File: src/cdr_params.svh
`ifndef CDR_PARAMS_SVH
`define CDR_PARAMS_SVH

// lane count and sample widths
`define NTI         16
`define NADC        8

// phase interpolator control
`define NPI         9
`define NOUT        4
`define NMAXSEL     5

// cycles from reset release until the pi codes are trusted
`define VALID_WAIT  32

// bit error counters and pattern order
`define CNT_W       32
`define PRBS_ORDER  7

`endif

File: src/cdr_pkg.sv
package cdr_pkg;

    //////////////////////////////////////////////////////////////////////
    // receive word source
    //////////////////////////////////////////////////////////////////////

    // encoding 2'd3 is not used
    typedef enum logic [1:0] {
        SRC_ADC  = 2'd0,
        SRC_FFE  = 2'd1,
        SRC_BIST = 2'd2
    } rx_source_e;

    //////////////////////////////////////////////////////////////////////
    // prbs checker state
    //////////////////////////////////////////////////////////////////////

    typedef enum logic {
        CHK_PRIME = 1'b0,
        CHK_RUN   = 1'b1
    } chk_state_e;

endpackage

File: src/digital_core.sv
`timescale 1ns/1ps
`include "cdr_params.svh"

module digital_core (
    input  logic                    clk_adc,
    input  logic                    cdr_rstb,
    input  logic signed [`NADC-1:0] adc_code_i [`NTI-1:0],
    input  logic signed [`NADC-1:0] adc_thresh_i,
    input  logic [`NTI-1:0]         ffe_bits_i,
    input  cdr_pkg::rx_source_e     rx_source_i,
    input  logic                    bist_en_i,
    input  logic                    inj_err_i,
    input  logic                    cnt_en_i,
    input  logic [`NPI-1:0]         pi_code_i [`NOUT-1:0],
    input  logic [`NMAXSEL-1:0]     max_sel_i [`NOUT-1:0],
    input  logic                    en_ext_scale_i,
    input  logic [`NPI-1:0]         ext_scale_i [`NOUT-1:0],
    input  logic [`NPI-1:0]         pi_offset_i [`NOUT-1:0],
    output logic [`CNT_W-1:0]       err_count_o,
    output logic [`CNT_W-1:0]       total_count_o,
    output logic [`NPI-1:0]         pi_ctl_o [`NOUT-1:0],
    output logic                    ctl_valid_o
);

    // decode to execute
    logic [`NTI-1:0] rx_bits;
    logic            rx_valid;
    logic            src_change;

    // execute to result
    logic [`NTI-1:0] err_flags;
    logic            chk_valid;

    rx_bit_select u_rx_bit_select (
        .clk_adc      (clk_adc),
        .cdr_rstb     (cdr_rstb),
        .adc_code_i   (adc_code_i),
        .adc_thresh_i (adc_thresh_i),
        .ffe_bits_i   (ffe_bits_i),
        .rx_source_i  (rx_source_i),
        .bist_en_i    (bist_en_i),
        .inj_err_i    (inj_err_i),
        .rx_bits_o    (rx_bits),
        .rx_valid_o   (rx_valid),
        .src_change_o (src_change)
    );

    prbs_self_check u_prbs_self_check (
        .clk_adc      (clk_adc),
        .cdr_rstb     (cdr_rstb),
        .rx_bits_i    (rx_bits),
        .rx_valid_i   (rx_valid),
        .src_change_i (src_change),
        .err_flags_o  (err_flags),
        .chk_valid_o  (chk_valid)
    );

    err_accumulator u_err_accumulator (
        .clk_adc       (clk_adc),
        .cdr_rstb      (cdr_rstb),
        .err_flags_i   (err_flags),
        .chk_valid_i   (chk_valid),
        .cnt_en_i      (cnt_en_i),
        .err_count_o   (err_count_o),
        .total_count_o (total_count_o)
    );

    // phase control path, independent of the bit path
    pi_ctl_wrap u_pi_ctl_wrap (
        .clk_adc        (clk_adc),
        .cdr_rstb       (cdr_rstb),
        .pi_code_i      (pi_code_i),
        .max_sel_i      (max_sel_i),
        .en_ext_scale_i (en_ext_scale_i),
        .ext_scale_i    (ext_scale_i),
        .pi_offset_i    (pi_offset_i),
        .pi_ctl_o       (pi_ctl_o),
        .ctl_valid_o    (ctl_valid_o)
    );

endmodule

File: src/err_accumulator.sv
`timescale 1ns/1ps
`include "cdr_params.svh"

module err_accumulator (
    input  logic              clk_adc,
    input  logic              cdr_rstb,
    input  logic [`NTI-1:0]   err_flags_i,
    input  logic              chk_valid_i,
    input  logic              cnt_en_i,
    output logic [`CNT_W-1:0] err_count_o,
    output logic [`CNT_W-1:0] total_count_o
);

    localparam int PW = $clog2(`NTI + 1);

    logic [PW-1:0]     err_pop;
    logic [`CNT_W:0]   err_sum;
    logic [`CNT_W:0]   total_sum;

    always_comb begin
        err_pop = '0;
        for (int k = 0; k < `NTI; k++) begin
            err_pop = err_pop + PW'(err_flags_i[k]);
        end
    end

    // one spare bit catches the carry for saturation
    assign err_sum   = {1'b0, err_count_o} + (`CNT_W+1)'(err_pop);
    assign total_sum = {1'b0, total_count_o} + (`CNT_W+1)'(`NTI);

    always_ff @(posedge clk_adc or negedge cdr_rstb) begin
        if (!cdr_rstb) begin
            err_count_o   <= '0;
            total_count_o <= '0;
        end else if (cnt_en_i && chk_valid_i) begin
            err_count_o   <= err_sum[`CNT_W] ? '1 : err_sum[`CNT_W-1:0];
            total_count_o <= total_sum[`CNT_W] ? '1 : total_sum[`CNT_W-1:0];
        end
    end

    err_le_total_a: assert property (@(posedge clk_adc) disable iff (!cdr_rstb)
        err_count_o <= total_count_o);

endmodule

File: src/pi_ctl_wrap.sv
`timescale 1ns/1ps
`include "cdr_params.svh"

module pi_ctl_wrap (
    input  logic               clk_adc,
    input  logic               cdr_rstb,
    input  logic [`NPI-1:0]     pi_code_i [`NOUT-1:0],
    input  logic [`NMAXSEL-1:0] max_sel_i [`NOUT-1:0],
    input  logic               en_ext_scale_i,
    input  logic [`NPI-1:0]     ext_scale_i [`NOUT-1:0],
    input  logic [`NPI-1:0]     pi_offset_i [`NOUT-1:0],
    output logic [`NPI-1:0]     pi_ctl_o [`NOUT-1:0],
    output logic               ctl_valid_o
);

    localparam int WW = $clog2(`VALID_WAIT);

    logic [WW-1:0]  wait_cnt_q;
    logic [`NPI-1:0] scale [`NOUT-1:0];
    logic [`NPI-1:0] wrapped [`NOUT-1:0];

    //////////////////////////////////////////////////////////////////////
    // reset wait
    //////////////////////////////////////////////////////////////////////

    always_ff @(posedge clk_adc or negedge cdr_rstb) begin
        if (!cdr_rstb) begin
            wait_cnt_q  <= '0;
            ctl_valid_o <= 1'b0;
        end else begin
            if (wait_cnt_q != WW'(`VALID_WAIT - 1)) begin
                wait_cnt_q <= wait_cnt_q + 1'b1;
            end
            // goes high one edge after the count tops out
            ctl_valid_o <= (wait_cnt_q == WW'(`VALID_WAIT - 1));
        end
    end

    //////////////////////////////////////////////////////////////////////
    // modulo and offset per output
    //////////////////////////////////////////////////////////////////////

    always_comb begin
        for (int j = 0; j < `NOUT; j++) begin
            // (max_sel + 1) * 16 - 1 is max_sel followed by four ones
            scale[j] = en_ext_scale_i ? ext_scale_i[j] : `NPI'({max_sel_i[j], 4'hf});
            // zero scale passes the code through unwrapped
            if (scale[j] == '0) begin
                wrapped[j] = pi_code_i[j] + pi_offset_i[j];
            end else begin
                wrapped[j] = (pi_code_i[j] % scale[j]) + pi_offset_i[j];
            end
        end
    end

    always_ff @(posedge clk_adc or negedge cdr_rstb) begin
        if (!cdr_rstb) begin
            for (int j = 0; j < `NOUT; j++) begin
                pi_ctl_o[j] <= '0;
            end
        end else begin
            pi_ctl_o <= wrapped;
        end
    end

    valid_sticky_a: assert property (@(posedge clk_adc) disable iff (!cdr_rstb)
        ctl_valid_o |=> ctl_valid_o);

endmodule

File: src/prbs_self_check.sv
`timescale 1ns/1ps
`include "cdr_params.svh"

module prbs_self_check (
    input  logic            clk_adc,
    input  logic            cdr_rstb,
    input  logic [`NTI-1:0] rx_bits_i,
    input  logic            rx_valid_i,
    input  logic            src_change_i,
    output logic [`NTI-1:0] err_flags_o,
    output logic            chk_valid_o
);

    localparam int HW = `PRBS_ORDER;

    logic [HW-1:0]       hist_q;
    logic [`NTI+HW-1:0]  stream;
    logic [`NTI-1:0]     mismatch;
    logic                prime_now;
    cdr_pkg::chk_state_e state_q;

    // history below, current word above, oldest bit at index 0
    assign stream = {rx_bits_i, hist_q};

    // lane k sits at stream[k+HW], taps at 7 and 6 back
    always_comb begin
        for (int k = 0; k < `NTI; k++) begin
            mismatch[k] = rx_bits_i[k] ^ stream[k] ^ stream[k+1];
        end
    end

    assign prime_now = (state_q == cdr_pkg::CHK_PRIME) || src_change_i;

    always_ff @(posedge clk_adc or negedge cdr_rstb) begin
        if (!cdr_rstb) begin
            state_q     <= cdr_pkg::CHK_PRIME;
            hist_q      <= '0;
            chk_valid_o <= 1'b0;
        end else if (rx_valid_i) begin
            // every valid word refreshes the history
            hist_q      <= rx_bits_i[`NTI-1 -: HW];
            state_q     <= cdr_pkg::CHK_RUN;
            chk_valid_o <= !prime_now;
        end else begin
            chk_valid_o <= 1'b0;
            if (src_change_i) begin
                state_q <= cdr_pkg::CHK_PRIME;
            end
        end
    end

    always_ff @(posedge clk_adc) begin
        err_flags_o <= mismatch;
    end

    // the word that announces a new source must only prime
    prime_after_change_a: assert property (@(posedge clk_adc) disable iff (!cdr_rstb)
        src_change_i |=> !chk_valid_o);

endmodule

File: src/rx_bit_select.sv
`timescale 1ns/1ps
`include "cdr_params.svh"

module rx_bit_select (
    input  logic                    clk_adc,
    input  logic                    cdr_rstb,
    input  logic signed [`NADC-1:0] adc_code_i [`NTI-1:0],
    input  logic signed [`NADC-1:0] adc_thresh_i,
    input  logic [`NTI-1:0]         ffe_bits_i,
    input  cdr_pkg::rx_source_e     rx_source_i,
    input  logic                    bist_en_i,
    input  logic                    inj_err_i,
    output logic [`NTI-1:0]         rx_bits_o,
    output logic                    rx_valid_o,
    output logic                    src_change_o
);

    logic [`NTI-1:0]        sliced_bits;
    logic [`NTI-1:0]        bist_word;
    logic [`NTI-1:0]        rx_word;
    logic [`PRBS_ORDER-1:0] lfsr_q;
    logic [`PRBS_ORDER-1:0] lfsr_next;
    logic                   new_bit;
    cdr_pkg::rx_source_e    src_prev_q;

    // one comparator per lane, signed compare
    always_comb begin
        for (int k = 0; k < `NTI; k++) begin
            sliced_bits[k] = (adc_code_i[k] > adc_thresh_i);
        end
    end

    // bist generator, x^7+x^6+1
    // lfsr[0] is the bit 7 back, lfsr[1] the bit 6 back
    always_comb begin
        lfsr_next = lfsr_q;
        for (int k = 0; k < `NTI; k++) begin
            new_bit      = lfsr_next[0] ^ lfsr_next[1];
            bist_word[k] = new_bit;
            lfsr_next    = {new_bit, lfsr_next[`PRBS_ORDER-1:1]};
        end
        // single error lands on the oldest lane only
        bist_word[0] = bist_word[0] ^ inj_err_i;
    end

    always_comb begin
        case (rx_source_i)
            cdr_pkg::SRC_FFE:  rx_word = ffe_bits_i;
            cdr_pkg::SRC_BIST: rx_word = bist_word;
            default:           rx_word = sliced_bits;
        endcase
    end

    always_ff @(posedge clk_adc or negedge cdr_rstb) begin
        if (!cdr_rstb) begin
            lfsr_q       <= '1;
            rx_valid_o   <= 1'b0;
            src_change_o <= 1'b0;
            src_prev_q   <= cdr_pkg::SRC_ADC;
        end else begin
            if (bist_en_i) begin
                lfsr_q <= lfsr_next;
            end
            // a stalled generator repeats its word, so no valid then
            rx_valid_o   <= (rx_source_i != cdr_pkg::SRC_BIST) || bist_en_i;
            src_change_o <= (rx_source_i != src_prev_q);
            src_prev_q   <= rx_source_i;
        end
    end

    always_ff @(posedge clk_adc) begin
        rx_bits_o <= rx_word;
    end

    source_legal_a: assert property (@(posedge clk_adc) disable iff (!cdr_rstb)
        rx_source_i inside {cdr_pkg::SRC_ADC, cdr_pkg::SRC_FFE, cdr_pkg::SRC_BIST});

endmodule

File: config.mk
export PLATFORM = sky130hd
export DESIGN_NAME = digital_core
export DESIGN_NICKNAME = d
export VERILOG_FILES = /design/src/cdr_pkg.sv /design/src/digital_core.sv /design/src/err_accumulator.sv /design/src/pi_ctl_wrap.sv /design/src/prbs_self_check.sv /design/src/rx_bit_select.sv
export VERILOG_INCLUDE_DIRS = /design/src
export SDC_FILE = /design/constraint.sdc
export NUM_CORES = 1
export LEC_CHECK = 0
export BUFFER_PORTS_ARGS = -buffer_cell sky130_fd_sc_hd__buf_4
export CELL_PAD_IN_SITES_DETAIL_PLACEMENT = 0
export CELL_PAD_IN_SITES_GLOBAL_PLACEMENT = 1
export CORE_MARGIN = 2
export CORE_UTILIZATION = 47
export DETAILED_ROUTE_END_ITERATION = 8
export GPL_ROUTABILITY_DRIVEN = 0
export HOLD_SLACK_MARGIN = 0.15
export MAX_ROUTING_LAYER = met4
export PLACE_DENSITY = 0.95
export REMOVE_ABC_BUFFERS = 1
export SETUP_SLACK_MARGIN = 0.3
export SLEW_MARGIN = 25
export SYNTH_ARGS = -nofsm -noshare
export SYNTH_HDL_FRONTEND = slang
export SYNTH_SLANG_ARGS = --single-unit
File: constraint.sdc
create_clock -name clk_adc -period 9.7 [get_ports clk_adc]
set_clock_uncertainty 0.1 [all_clocks]
set_input_delay 0.485 -clock clk_adc [delete_from_list [all_inputs] [get_ports clk_adc]]
set_output_delay 0.485 -clock clk_adc [all_outputs]
set_load 0.01 [all_outputs]
==> results of run 1 <==
## synth_stat cells, types with 33 or more instances
library cell / number / area (µm²)
ha_1: 343 / 4292
nor2_1: 183 / 686.9
inv_1: 166 / 623.1
nand2_1: 155 / 581.8
a21oi_1: 150 / 750.7
xnor2_1: 150 / 1314
o21ai_0: 147 / 735.7
dfrtp_1: 116 / 2903
o21a_1: 91 / 683.2
nor3_1: 71 / 355.3
clkbuf_1: 60 / 225.2
nor2b_1: 59 / 369.1
xor2_1: 59 / 516.8
nand3_1: 57 / 285.3
mux2_2: 55 / 619.3
nand4_1: 49 / 306.5
a21o_1: 48 / 360.4
nand2b_1: 40 / 250.2
mux2i_1: 36 / 360.4
or3_1: 33 / 206.5
## timing repair
action,4_1_cts
hold buffers,4
setup endpoints to repair,36
pin swaps,262
gates cloned,3
endpoints found under the hold margin,64
setup buffers,246
gates resized for setup,478
## routing by layer
layer | overflow | global-route usage (%)
met3 | 0 | 41.96
met2 | 1 | 82.79
met1 | 0 | 61.20
met4 | 8 | 57.40
met5 | - | -
## stage by stage
step	setup TNS, ns	worst slack [ns]	hold slack (ns)	instance area, µm²
3_3_place_gp	-168.17	-5.739	0.3556	29820
2_1_floorplan	-168.46	-5.980	0.08941	20930
3_5_place_dp	-184.35	-6.246	0.3671	29820
4_1_cts	-122.16	-4.259	0.1612	34620
## cells by family after synthesis
kind of cell | count (synthesis) | share of synthesized area, %
AO/OA/AOI/OAI | 736 | 23.45
buffers and inverters | 247 | 4.636
XOR/XNOR | 209 | 8.608
adder cells (fa/ha/maj) | 362 | 21.97
AND/OR/NAND/NOR | 783 | 19.08
flip-flops | 155 | 17.53
multiplexers | 93 | 4.731
==> summary by stage, run 1 <==
Synthesis
Counting flops with a built-in enable in the synthesized netlist gives 0. In the synthesized netlist the dominant register cell turns out to be dfrtp_1. The gate count of the mapped netlist is 2585. In this run the cell area of the synthesized design comes to roughly 0.021 mm². Counting flops with an async set or reset pin after synthesis yields a share of between 70 and 80%. During synthesis, Yosys emitted a total of 0 warnings. The number of distinct library cell variants in the gate-level netlist after synthesis is 103. A synthesized cell averages roughly 8.2 µm². Summing the sequential cell areas from Yosys gives around 18% of the chip area. Counting flops and latches in the post-synthesis netlist gives around 160.

Timing
The worst endpoint left by the global-route repair_timing run is u_pi_ctl_wrap.pi_ctl_o[35]$_DFF_PN0_/D. After the last repair the worst path ends at a register data pin.

Placed design
The count of buffers from port buffering is ~390. The placed wire-length estimate after detailed placement is 60820 µm. After detailed placement, the design holds a cell count of ~4200.

Outcome
The flow did not finish. It got as far as global routing and failed there. The tool reported: "[ERROR GRT-0232] Routing congestion too high. Check the congestion heatmap in the GUI".

Global route
Global routing finished with a remaining overflow of 9. The largest net degree at the start of global routing is 63. For this run, the total global-route usage over all layers was measured as between 60 and 70%.

Floorplanning
The I/O pin count is slightly below 400. The chip width is roughly 220 µm. The floorplan row count is just under 80.

The effective utilization at floorplan is 47.88%. The floorplan die height is approximately 220 µm.

Clocking
The master cell of the clock root buffer is clkbuf_16. The number of buffers added by the clock tree synthesis step is 17. The maximum level of the CTS H-tree is 4. The tree built by TritonCTS fans out to about 160 sinks.

The clock passes through at most 2 buffers.
==> run 2, diff against run 1 <==
- CELL_PAD_IN_SITES_DETAIL_PLACEMENT: 0 -> not set
- CELL_PAD_IN_SITES_GLOBAL_PLACEMENT: 1 -> not set
- CORE_UTILIZATION: 47 -> 40
- HOLD_SLACK_MARGIN: 0.15 -> not set
- MAX_ROUTING_LAYER: met4 -> not set
- PLACE_DENSITY: 0.95 -> not set
- PLACE_DENSITY_LB_ADDON: not set -> 0.15
- SETUP_SLACK_MARGIN: 0.3 -> not set
==> run 2 against run 1 <==
  * Synthesized cell count unchanged
  * The flow now finishes, with violations (setup timing)
  * Synthesized area unchanged
==> summary by stage, run 2 <==
Synthesis
The most used standard cell by instance count after synthesis is ha_1 (unchanged). The share of flip-flops with an asynchronous set or reset is 79.35% (unchanged). The register bit count reported by yosys is 155 (unchanged).

The number of distinct library cell variants in the gate-level netlist after synthesis was 103 (unchanged). Commonest cells post-synth: ha_1 (343), nor2_1 (183), inv_1 (166), nand2_1 (155) (unchanged). The cell type with the largest total area after synthesis is ha_1 (unchanged). Ranking of synthesized cells by area: ha_1 (20%), dfrtp_1 (14%), xnor2_1 (6.2%), a21oi_1 (3.5%), o21ai_0 (3.5%) (unchanged). The area of the mapped netlist was 0.02127 mm² (unchanged). The gate count of the mapped netlist was 2585 (unchanged). The synthesized area divided by synthesized cell count is 8.226 µm² (unchanged).

The number of warning messages in the yosys log was 0 (unchanged). The top cell type's share of synthesized area is 20.18% (unchanged). The dominant register cell in the synthesized netlist was dfrtp_1 (unchanged). The number of synthesized flops with an enable pin is 0 (unchanged). The sequential area share after synthesis is 17.53% (unchanged).

Flow run
The tool flagged a number of max-cap violations equal to 0.

Timing
The total of endpoints with negative setup slack in the final report is 36. The final count of pins violating max slew came to 0. In this run the tightest slew margin relative to its limit is 39.74%. Setup repair after global routing could not meet its margin everywhere. The actual transition at the worst max-transition pin is between 0.9 and 1 ns. The minimum clock period after layout is 14.50 ns. The worst hold margin is roughly 0.050 ns. The worst path setup slack after routing is -4.800 ns.

The final number of hold-violating endpoints is 0. The part of the cycle the worst path needs is 149.5%. Based on the critical path, the design can be clocked at up to ~69 MHz.

Worst setup path
The type of the worst setup path is in -> reg. STA puts the critical path data arrival time at roughly 15 ns. The worst path required time is approximately 10 ns. The worst setup path is captured at a flop. Along the worst path, the maximum fanout reaches 7. The cell family contributing the most delay on the critical path is simple AND/OR/NAND/NOR gates. The slowest cell on the critical path is or4b_4. The largest single stage delay on the critical path is a little under 0.6 ns. The buffers plus inverters on the worst setup path is 26. The startpoint type of the worst setup path is an input port. The most numerous cell type found on the critical path is buf_4.

Placed design
The count of buffers from port buffering came to 388 (unchanged). The placed wire-length estimate after detailed placement is 62600 µm (was 60820 µm).

Route
In the final routed layout, each cell accounts on average for 19.22 µm. The starting DRC count in detailed routing is 1660. After detailed routing, the number of remaining DRC violations is 0. The antenna violation net count after detailed routing is 0. The total via count after detailed routing is ~26000. In the routed layout, each cell is associated on average with a via count of approximately 5.6. The wire length reported by the detailed router is 88410 µm. The length of the first detailed-routing pass in iterations is 6.

Clocking
The number of buffers added by the clock tree synthesis step is 17 (unchanged). The total number of clock tree sinks is 155 (unchanged). The maximum level of the CTS H-tree is 4 (unchanged). The master cell of the clock root buffer is clkbuf_16 (unchanged). After clock tree synthesis, the clock-pin slew on the worst setup and hold paths is ~0.090 ns. The number of buffers on the longest clock path was 2 (unchanged).

The CTS tree is done. The clock insertion delay at the later pin of the skew report is between 0.4 and 0.5 ns.

Floorplanning
The total core area is 0.05255 mm². The floorplan die height is 234.6 µm (was 216.7 µm). The effective utilization at floorplan is 40.47% (was 47.88%). The floorplan step defined a die boundary enclosing around 0.055 mm². The chip width came to 234.6 µm (was 216.7 µm). The I/O pin count is 389 (unchanged).

The floorplan row count came to 84 (was 77).

Layout
The library cells used most frequently in the layout, excluding fill and tap cells, are buf_4 (1303), ha_1 (271), nor2_1 (157). Cells fill 69.03% of the core in the end. For this run, the post-layout net count is 4545. After filler insertion, the fill cell instance count of the layout stands at about 4000. In the final layout, the share of cells above drive strength 1 is ~50%.

More flip-flops sit in one register than any other, and that register is u_pi_ctl_wrap.pi_ctl_o. The number of flip-flops under the largest register name is 36. The area added between synthesis and finish is 70.59%. The area of combinational cells with multiple inputs is approximately 0.020 mm². Across the whole layout, storage elements account for approximately 0.0037 mm². The largest registers in the layout are u_pi_ctl_wrap.pi_ctl_o: 36 flops, u_err_accumulator.err_count_o: 32 flops, u_err_accumulator.total_count_o: 29 flops.

The most common cell after layout, fill and taps aside is buf_4.

Global route
Global routing used between 20% and 30% of the available tracks across all layers. The largest net degree at the start of global routing is between 70 and 80. The global-route congestion overflow total is 0. The via count of the first global-routing pass came to roughly 26000. The first global-routing pass estimated 128800 µm of wire.

The initial antenna violation count is 4.

Pwr
The peak supply drop is approximately 0.0005 V. The cell leakage power is between 15 and 20 nW. The clock share of power is under 10%. The ratio of total power to cell area is between 200 and 250 mW/mm². Of the total power, combinational logic draws around four fifths. The total power is ~7.5 mW. The share of total power dissipated in sequential elements is a little under an eighth.

The switching part of the total is a little over two fifths. The internal power of the cells totals around 4.3 mW. The analysis attributes to net switching a power of ~3.2 mW.

Outcome
The checks that failed: setup timing. Run status: finished with violations (was stopped before the end).

Min path
The type of the most critical hold path is in -> reg.
run 2: cell counts after synthesis:
No cell type changed its count.
run 2: cells by family after synthesis:
| family | Yosys count | share of synthesized area, % |
|---|---|---|
| adders and majority gates | 362 | 21.97 |
| buffers and inverters | 247 | 4.636 |
| xor gates and xnor gates | 209 | 8.608 |
| muxes | 93 | 4.731 |
| AOI/OAI and AO/OA | 736 | 23.45 |
| DFF | 155 | 17.53 |
| and+or+nand+nor | 783 | 19.08 |
run 2: metrics by stage:
stage                     TNS [ns]  instance area (µm²)  setup slack, ns  cells
after floorplan            -168.46                20930           -5.980   2510
after global placement     -167.31                30090           -6.185   4303
after detailed placement   -182.82                30090           -6.527   4303
after CTS                  -122.32                33910           -4.217   4517
after global routing       -157.44                36270           -5.247   4597
final                      -140.15                36280           -4.800   4599
run 2: path summary, 6_finish.rpt:
| kind | end | slack (ns) | cells after the start | startpoint |
|---|---|---|---|---|
| worst max-delay path | u_pi_ctl_wrap.pi_ctl_o[17] | -4.80 | 79 | en_ext_scale_i |
| worst min-delay path | u_rx_bit_select.src_prev_q[0] | 0.05 | 1 | rx_source_i[0] |
| worst max register to register | u_err_accumulator.err_count_o[27] | 3.07 | 19 | u_prbs_self_check.err_flags_o[0] |
| worst min register to register | u_rx_bit_select.src_change_o | 0.37 | 2 | u_rx_bit_select.src_prev_q[1] |
| max in group asynchronous | u_pi_ctl_wrap.pi_ctl_o[18] | 7.73 | 3 | cdr_rstb |
| min in group asynchronous | u_rx_bit_select.src_prev_q[0] | 0.54 | 2 | cdr_rstb |
run 2: final cells by class:
| class | instances | area share, % |
|---|---|---|
| well taps | 688 | 2.373 |
| multi-input cells | 2183 | 54.70 |
| clock buffers | 17 | 1.173 |
| repair buffers | 1366 | 29.09 |
| flip-flops and latches | 155 | 10.27 |
| diodes | 3 | 0.02069 |
| inverters | 172 | 1.800 |
| clock inverters | 15 | 0.5656 |
run 2: timing repair:
action / in CTS / in global routing
endpoints found under the setup margin: 36 / 36
cloned: 1 / 0
hold buffers: 1 / 0
gates resized for setup: 398 / 323
hold endpoints to repair: 27 / 0
pin swaps: 251 / 257
setup buffers: 198 / 95
run 2: power by group through the flow:
| stage | registers (mW) | logic, mW | clock network (mW) |
|---|---|---|---|
| after floorplan | 0.935 | 2.99 | 0 |
| after global placement | 0.905 | 4.60 | 0 |
| after detailed placement | 0.906 | 4.79 | 0 |
| after CTS | 0.896 | 5.33 | 0.766 |
| after global routing | 0.912 | 6.43 | 0.788 |
| final | 0.897 | 5.89 | 0.749 |
run 2: layer usage:
layer  up-vias  global-route usage, %  wire, µm
li1      12210                      -         -
met5         -                      0        10
met1     12430                  36.14     36270
met2       927                  51.17     43440
met4         2                  10.75      3254
met3       255                  4.918      5434
Power figures use the tool's default switching activity.
==> run 3, diff against run 2 <==
--- a/config.mk
+++ b/config.mk
@@ -12,5 +12,5 @@
 export DETAILED_ROUTE_END_ITERATION = 8
 export GPL_ROUTABILITY_DRIVEN = 0
-export PLACE_DENSITY_LB_ADDON = 0.15
+export PLACE_DENSITY_LB_ADDON = 0.1
 export REMOVE_ABC_BUFFERS = 1
 export SLEW_MARGIN = 25
--- a/constraint.sdc
+++ b/constraint.sdc
@@ -3,3 +3,3 @@
 set_input_delay 0.485 -clock clk_adc [delete_from_list [all_inputs] [get_ports clk_adc]]
 set_output_delay 0.485 -clock clk_adc [all_outputs]
-set_load 0.01 [all_outputs]
+set_load 0.1 [all_outputs]
==> run 3 against run 2 <==
  * The run still ends with setup timing left
  * Highest routed layer unchanged
  * Sequential share of layout area fell by 0.060 points
  * Global-route usage increased by 0.18 points
  * Register-to-register slack better by 0.08 ns
  * Largest power group unchanged
  * Count of clock-buffer cells in the layout stayed put
  * Critical endpoint is now u_pi_ctl_wrap.pi_ctl_o[35]
  * Critical path depth shrank 4
  * Via count fell by 0.58%
==> summary by stage, run 3 (synthesis results as in run 2) <==
Timing
The worst slew margin relative to its limit is 24.26% (was 39.74%). The highest achievable clock rate is 70.10 MHz (was 68.96 MHz). RSZ-0062 raised after global routing: yes (unchanged). The worst path setup slack after routing is -4.566 ns (was -4.800 ns).

The minimum clock period after layout is 14.27 ns (was 14.50 ns). The actual transition at the worst max-transition pin was 1.135 ns (was 0.9039 ns). The part of the cycle the worst path needs came to 147.1% (was 149.5%).

The final number of hold-violating endpoints is 0 (unchanged). The final count of pins violating max slew was 0 (unchanged). The total of endpoints with negative setup slack in the final report is 36 (unchanged).

Worst setup path
The delay contributed by the slowest stage of the critical path is 0.40 ns (was 0.58 ns). The cell family contributing the most delay on the critical path is compound AO/OA/AOI/OAI gates (was simple AND/OR/NAND/NOR gates). The cell count of the worst reg-to-reg path is 19 (unchanged). The setup slack of the most critical reg-to-reg path is 3.15 ns (was 3.07 ns).

The count of cell instances traversed by the critical path is 75 (was 79). The slowest cell on the critical path was fa_2 (was or4b_4). The type of the worst setup path is in -> reg (unchanged).

The worst path required time was 9.94 ns (was 10.00 ns). The startpoint type of the worst setup path was an input port (unchanged). The end of the worst register-to-register path is u_err_accumulator.err_count_o[27] (unchanged). The endpoint arrival time on the critical path was 14.50 ns (was 14.80 ns). The maximum fanout along the worst path was 6 (was 7).

The worst setup path endpoint is u_pi_ctl_wrap.pi_ctl_o[35] (was u_pi_ctl_wrap.pi_ctl_o[17]). The critical register-to-register path startpoint is u_prbs_self_check.err_flags_o[0] (unchanged). The element type at the critical path end is a flop (unchanged).

The launch point of the worst path is en_ext_scale_i (unchanged). The buffers plus inverters on the worst setup path is 11 (was 26).

Min path
The type of the most critical hold path is in -> reg (unchanged).

Pwr
The clock share of power is 9.1% (was 9.9%). The cell-internal power is 4.255 mW (was 4.285 mW). The cell leakage power is 17.61 nW (was 17.49 nW). The peak supply drop is 0.0006241 V (was 0.0005091 V). The sequential share of power is 11.2% (was 11.9%). The ratio of total power to cell area is 221.3 mW/mm² (was 207.7 mW/mm²). The switching power of the nets was 3.820 mW (was 3.250 mW). The proportion of power drawn by combinational gates is 79.7% (was 78.2%). The switching part of the total was 47.30% (was 43.13%).

Global route
The largest net degree at the start of global routing is 84 (was 73). The via count of the first global-routing pass was 25850 (was 25570). The first-pass GRT wire length is 129800 µm (was 128800 µm). The total track usage is 29.50% (was 29.33%). The initial antenna violation count is 4 (unchanged).

The global-route congestion overflow total is 0 (unchanged).

Layout
The register name with the most flops is u_pi_ctl_wrap.pi_ctl_o (unchanged). The area added between synthesis and finish was 71.59% (was 70.59%). Registers with the highest flip-flop counts: u_pi_ctl_wrap.pi_ctl_o: 36 flops, u_err_accumulator.err_count_o: 32 flops, u_err_accumulator.total_count_o: 29 flops (unchanged). The number of flip-flops under the largest register name came to 36 (unchanged). The ratio of cells with drive above 1 in the final layout is 49.94% (was 49.26%). The most common cell after layout, fill and taps aside is buf_4 (unchanged). The share of the core filled with cells in the final layout is 69.44% (was 69.03%).

The layout net count was 4570 (was 4545). Top library cells by usage in the layout, fill and taps aside: buf_4 (1318), ha_1 (266), inv_1 (150) (was buf_4 (1303), ha_1 (271), nor2_1 (157)). The number of standard cells in the layout, taps in and fillers out came to 4623 (was 4599).

Clocking
The maximum level of the CTS H-tree was 4 (unchanged). The number of buffers added by the clock tree synthesis step is 17 (unchanged). The number of buffers on the longest clock path came to 2 (unchanged). The master cell of the clock root buffer is clkbuf_16 (unchanged). The total number of clock tree sinks was 155 (unchanged). The clock insertion delay at the later pin of the skew report is 0.48 ns (was 0.49 ns).

The clock slew seen by the registers of the worst setup and hold paths came to 0.07 ns (was 0.09 ns). The CTS tree is done (unchanged).

Floorplanning
The total core area was 0.05255 mm² (unchanged). The effective utilization at floorplan is 40.47% (unchanged). The chip width came to 234.6 µm (unchanged).

The floorplan row count was 84 (unchanged). The floorplan die area is 0.05502 mm² (unchanged). The floorplan die height was 234.6 µm (unchanged).

The I/O pin count is 389 (unchanged).

Route
The total via count after detailed routing came to 25670 (was 25820). The antenna violation net count after detailed routing came to 0 (unchanged). The length of the first detailed-routing pass in iterations is 6 (unchanged). The detailed-route vias per instance came to 5.553 (was 5.614). The DRC violations left was 0 (unchanged). The starting DRC count in detailed routing came to 1248 (was 1660). The wire length reported by the detailed router is 86620 µm (was 88410 µm). The average wire per standard cell is 18.74 µm (was 19.22 µm).

Placed design
The count of buffers from port buffering was 388 (unchanged). The placed instance count is 4303 (unchanged). The placed wire-length estimate after detailed placement is 62170 µm (was 62600 µm).

Outcome
Violations in the final reports: setup timing (unchanged). Run status: finished with violations (unchanged).

Flow run
The number of max-cap violations came to 0 (unchanged).
==> run 3: layout make-up <==
| type | count | area, µm² |
|---|---|---|
| Clock inverter | 15 | 197.7 |
| Fill cell | 4000 | 16060 |
| Tap cell | 688 | 860.8 |
| Antenna cell | 2 | 5.005 |
| Sequential cell | 155 | 3727 |
| Multi-Input combinational cell | 2183 | 19800 |
| Inverter | 172 | 648.1 |
| Timing Repair Buffer | 1391 | 10830 |
| Clock buffer | 17 | 425.4 |
==> run 3: what timing repair did <==
action                     4_1_cts  5_1_grt
hold buffers                     1        0
setup endpoints to repair       36       36
resized for setup              470      255
pin swaps                      226      239
cloned                           3        0
hold endpoints to repair        57        0
setup buffers                  246       83
==> run 3: stage by stage <==
step | hold slack, ns | TNS, ns | total power, mW | setup WS, ns | instance area (µm²)
detailed placement | 0.3648 | -181.95 | 6.386 | -6.558 | 30090
global placement | 0.3518 | -172.24 | 6.188 | -6.235 | 30090
finish | 0.05381 | -134.82 | 8.075 | -4.566 | 36490
CTS | 0.02139 | -121.03 | 7.715 | -4.275 | 34630
global route | 0.03553 | -154.71 | 8.763 | -5.163 | 36490
floorplan | 0.08941 | -168.46 | 4.602 | -5.980 | 20930
==> run 3: routing by layer <==
layer / vias to the layer above / global-route usage (%) / wire, µm
met1: 12330 / 36.96 / 36440
met5: - / 0 / 23
met2: 844 / 50.45 / 41630
met3: 224 / 5.099 / 5260
li1: 12280 / - / -
met4: 4 / 11.18 / 3265
==> run 3: worst min-delay path by stage <==
stage	start	end	slack (ns)	cells after the start
after floorplan	cdr_rstb	u_err_accumulator.err_count_o[0]	0.09	0
after global routing	rx_source_i[1]	u_rx_bit_select.src_prev_q[1]	0.04	1
after global placement	u_pi_ctl_wrap.wait_cnt_q[3]	u_pi_ctl_wrap.wait_cnt_q[3]	0.35	1
after detailed placement	u_rx_bit_select.src_prev_q[0]	u_rx_bit_select.src_change_o	0.36	2
after CTS	rx_source_i[0]	u_rx_bit_select.src_prev_q[0]	0.02	1
final	rx_source_i[0]	u_rx_bit_select.src_prev_q[0]	0.05	1
==> run 3: power by group through the flow <==
stage | combinational [mW] | clock [mW] | sequential [mW]
finish | 6.44 | 0.739 | 0.901
global route | 7.06 | 0.784 | 0.917
CTS | 6.05 | 0.760 | 0.900
detailed placement | 5.48 | 0 | 0.911
global placement | 5.28 | 0 | 0.910
floorplan | 2.99 | 0 | 1.61
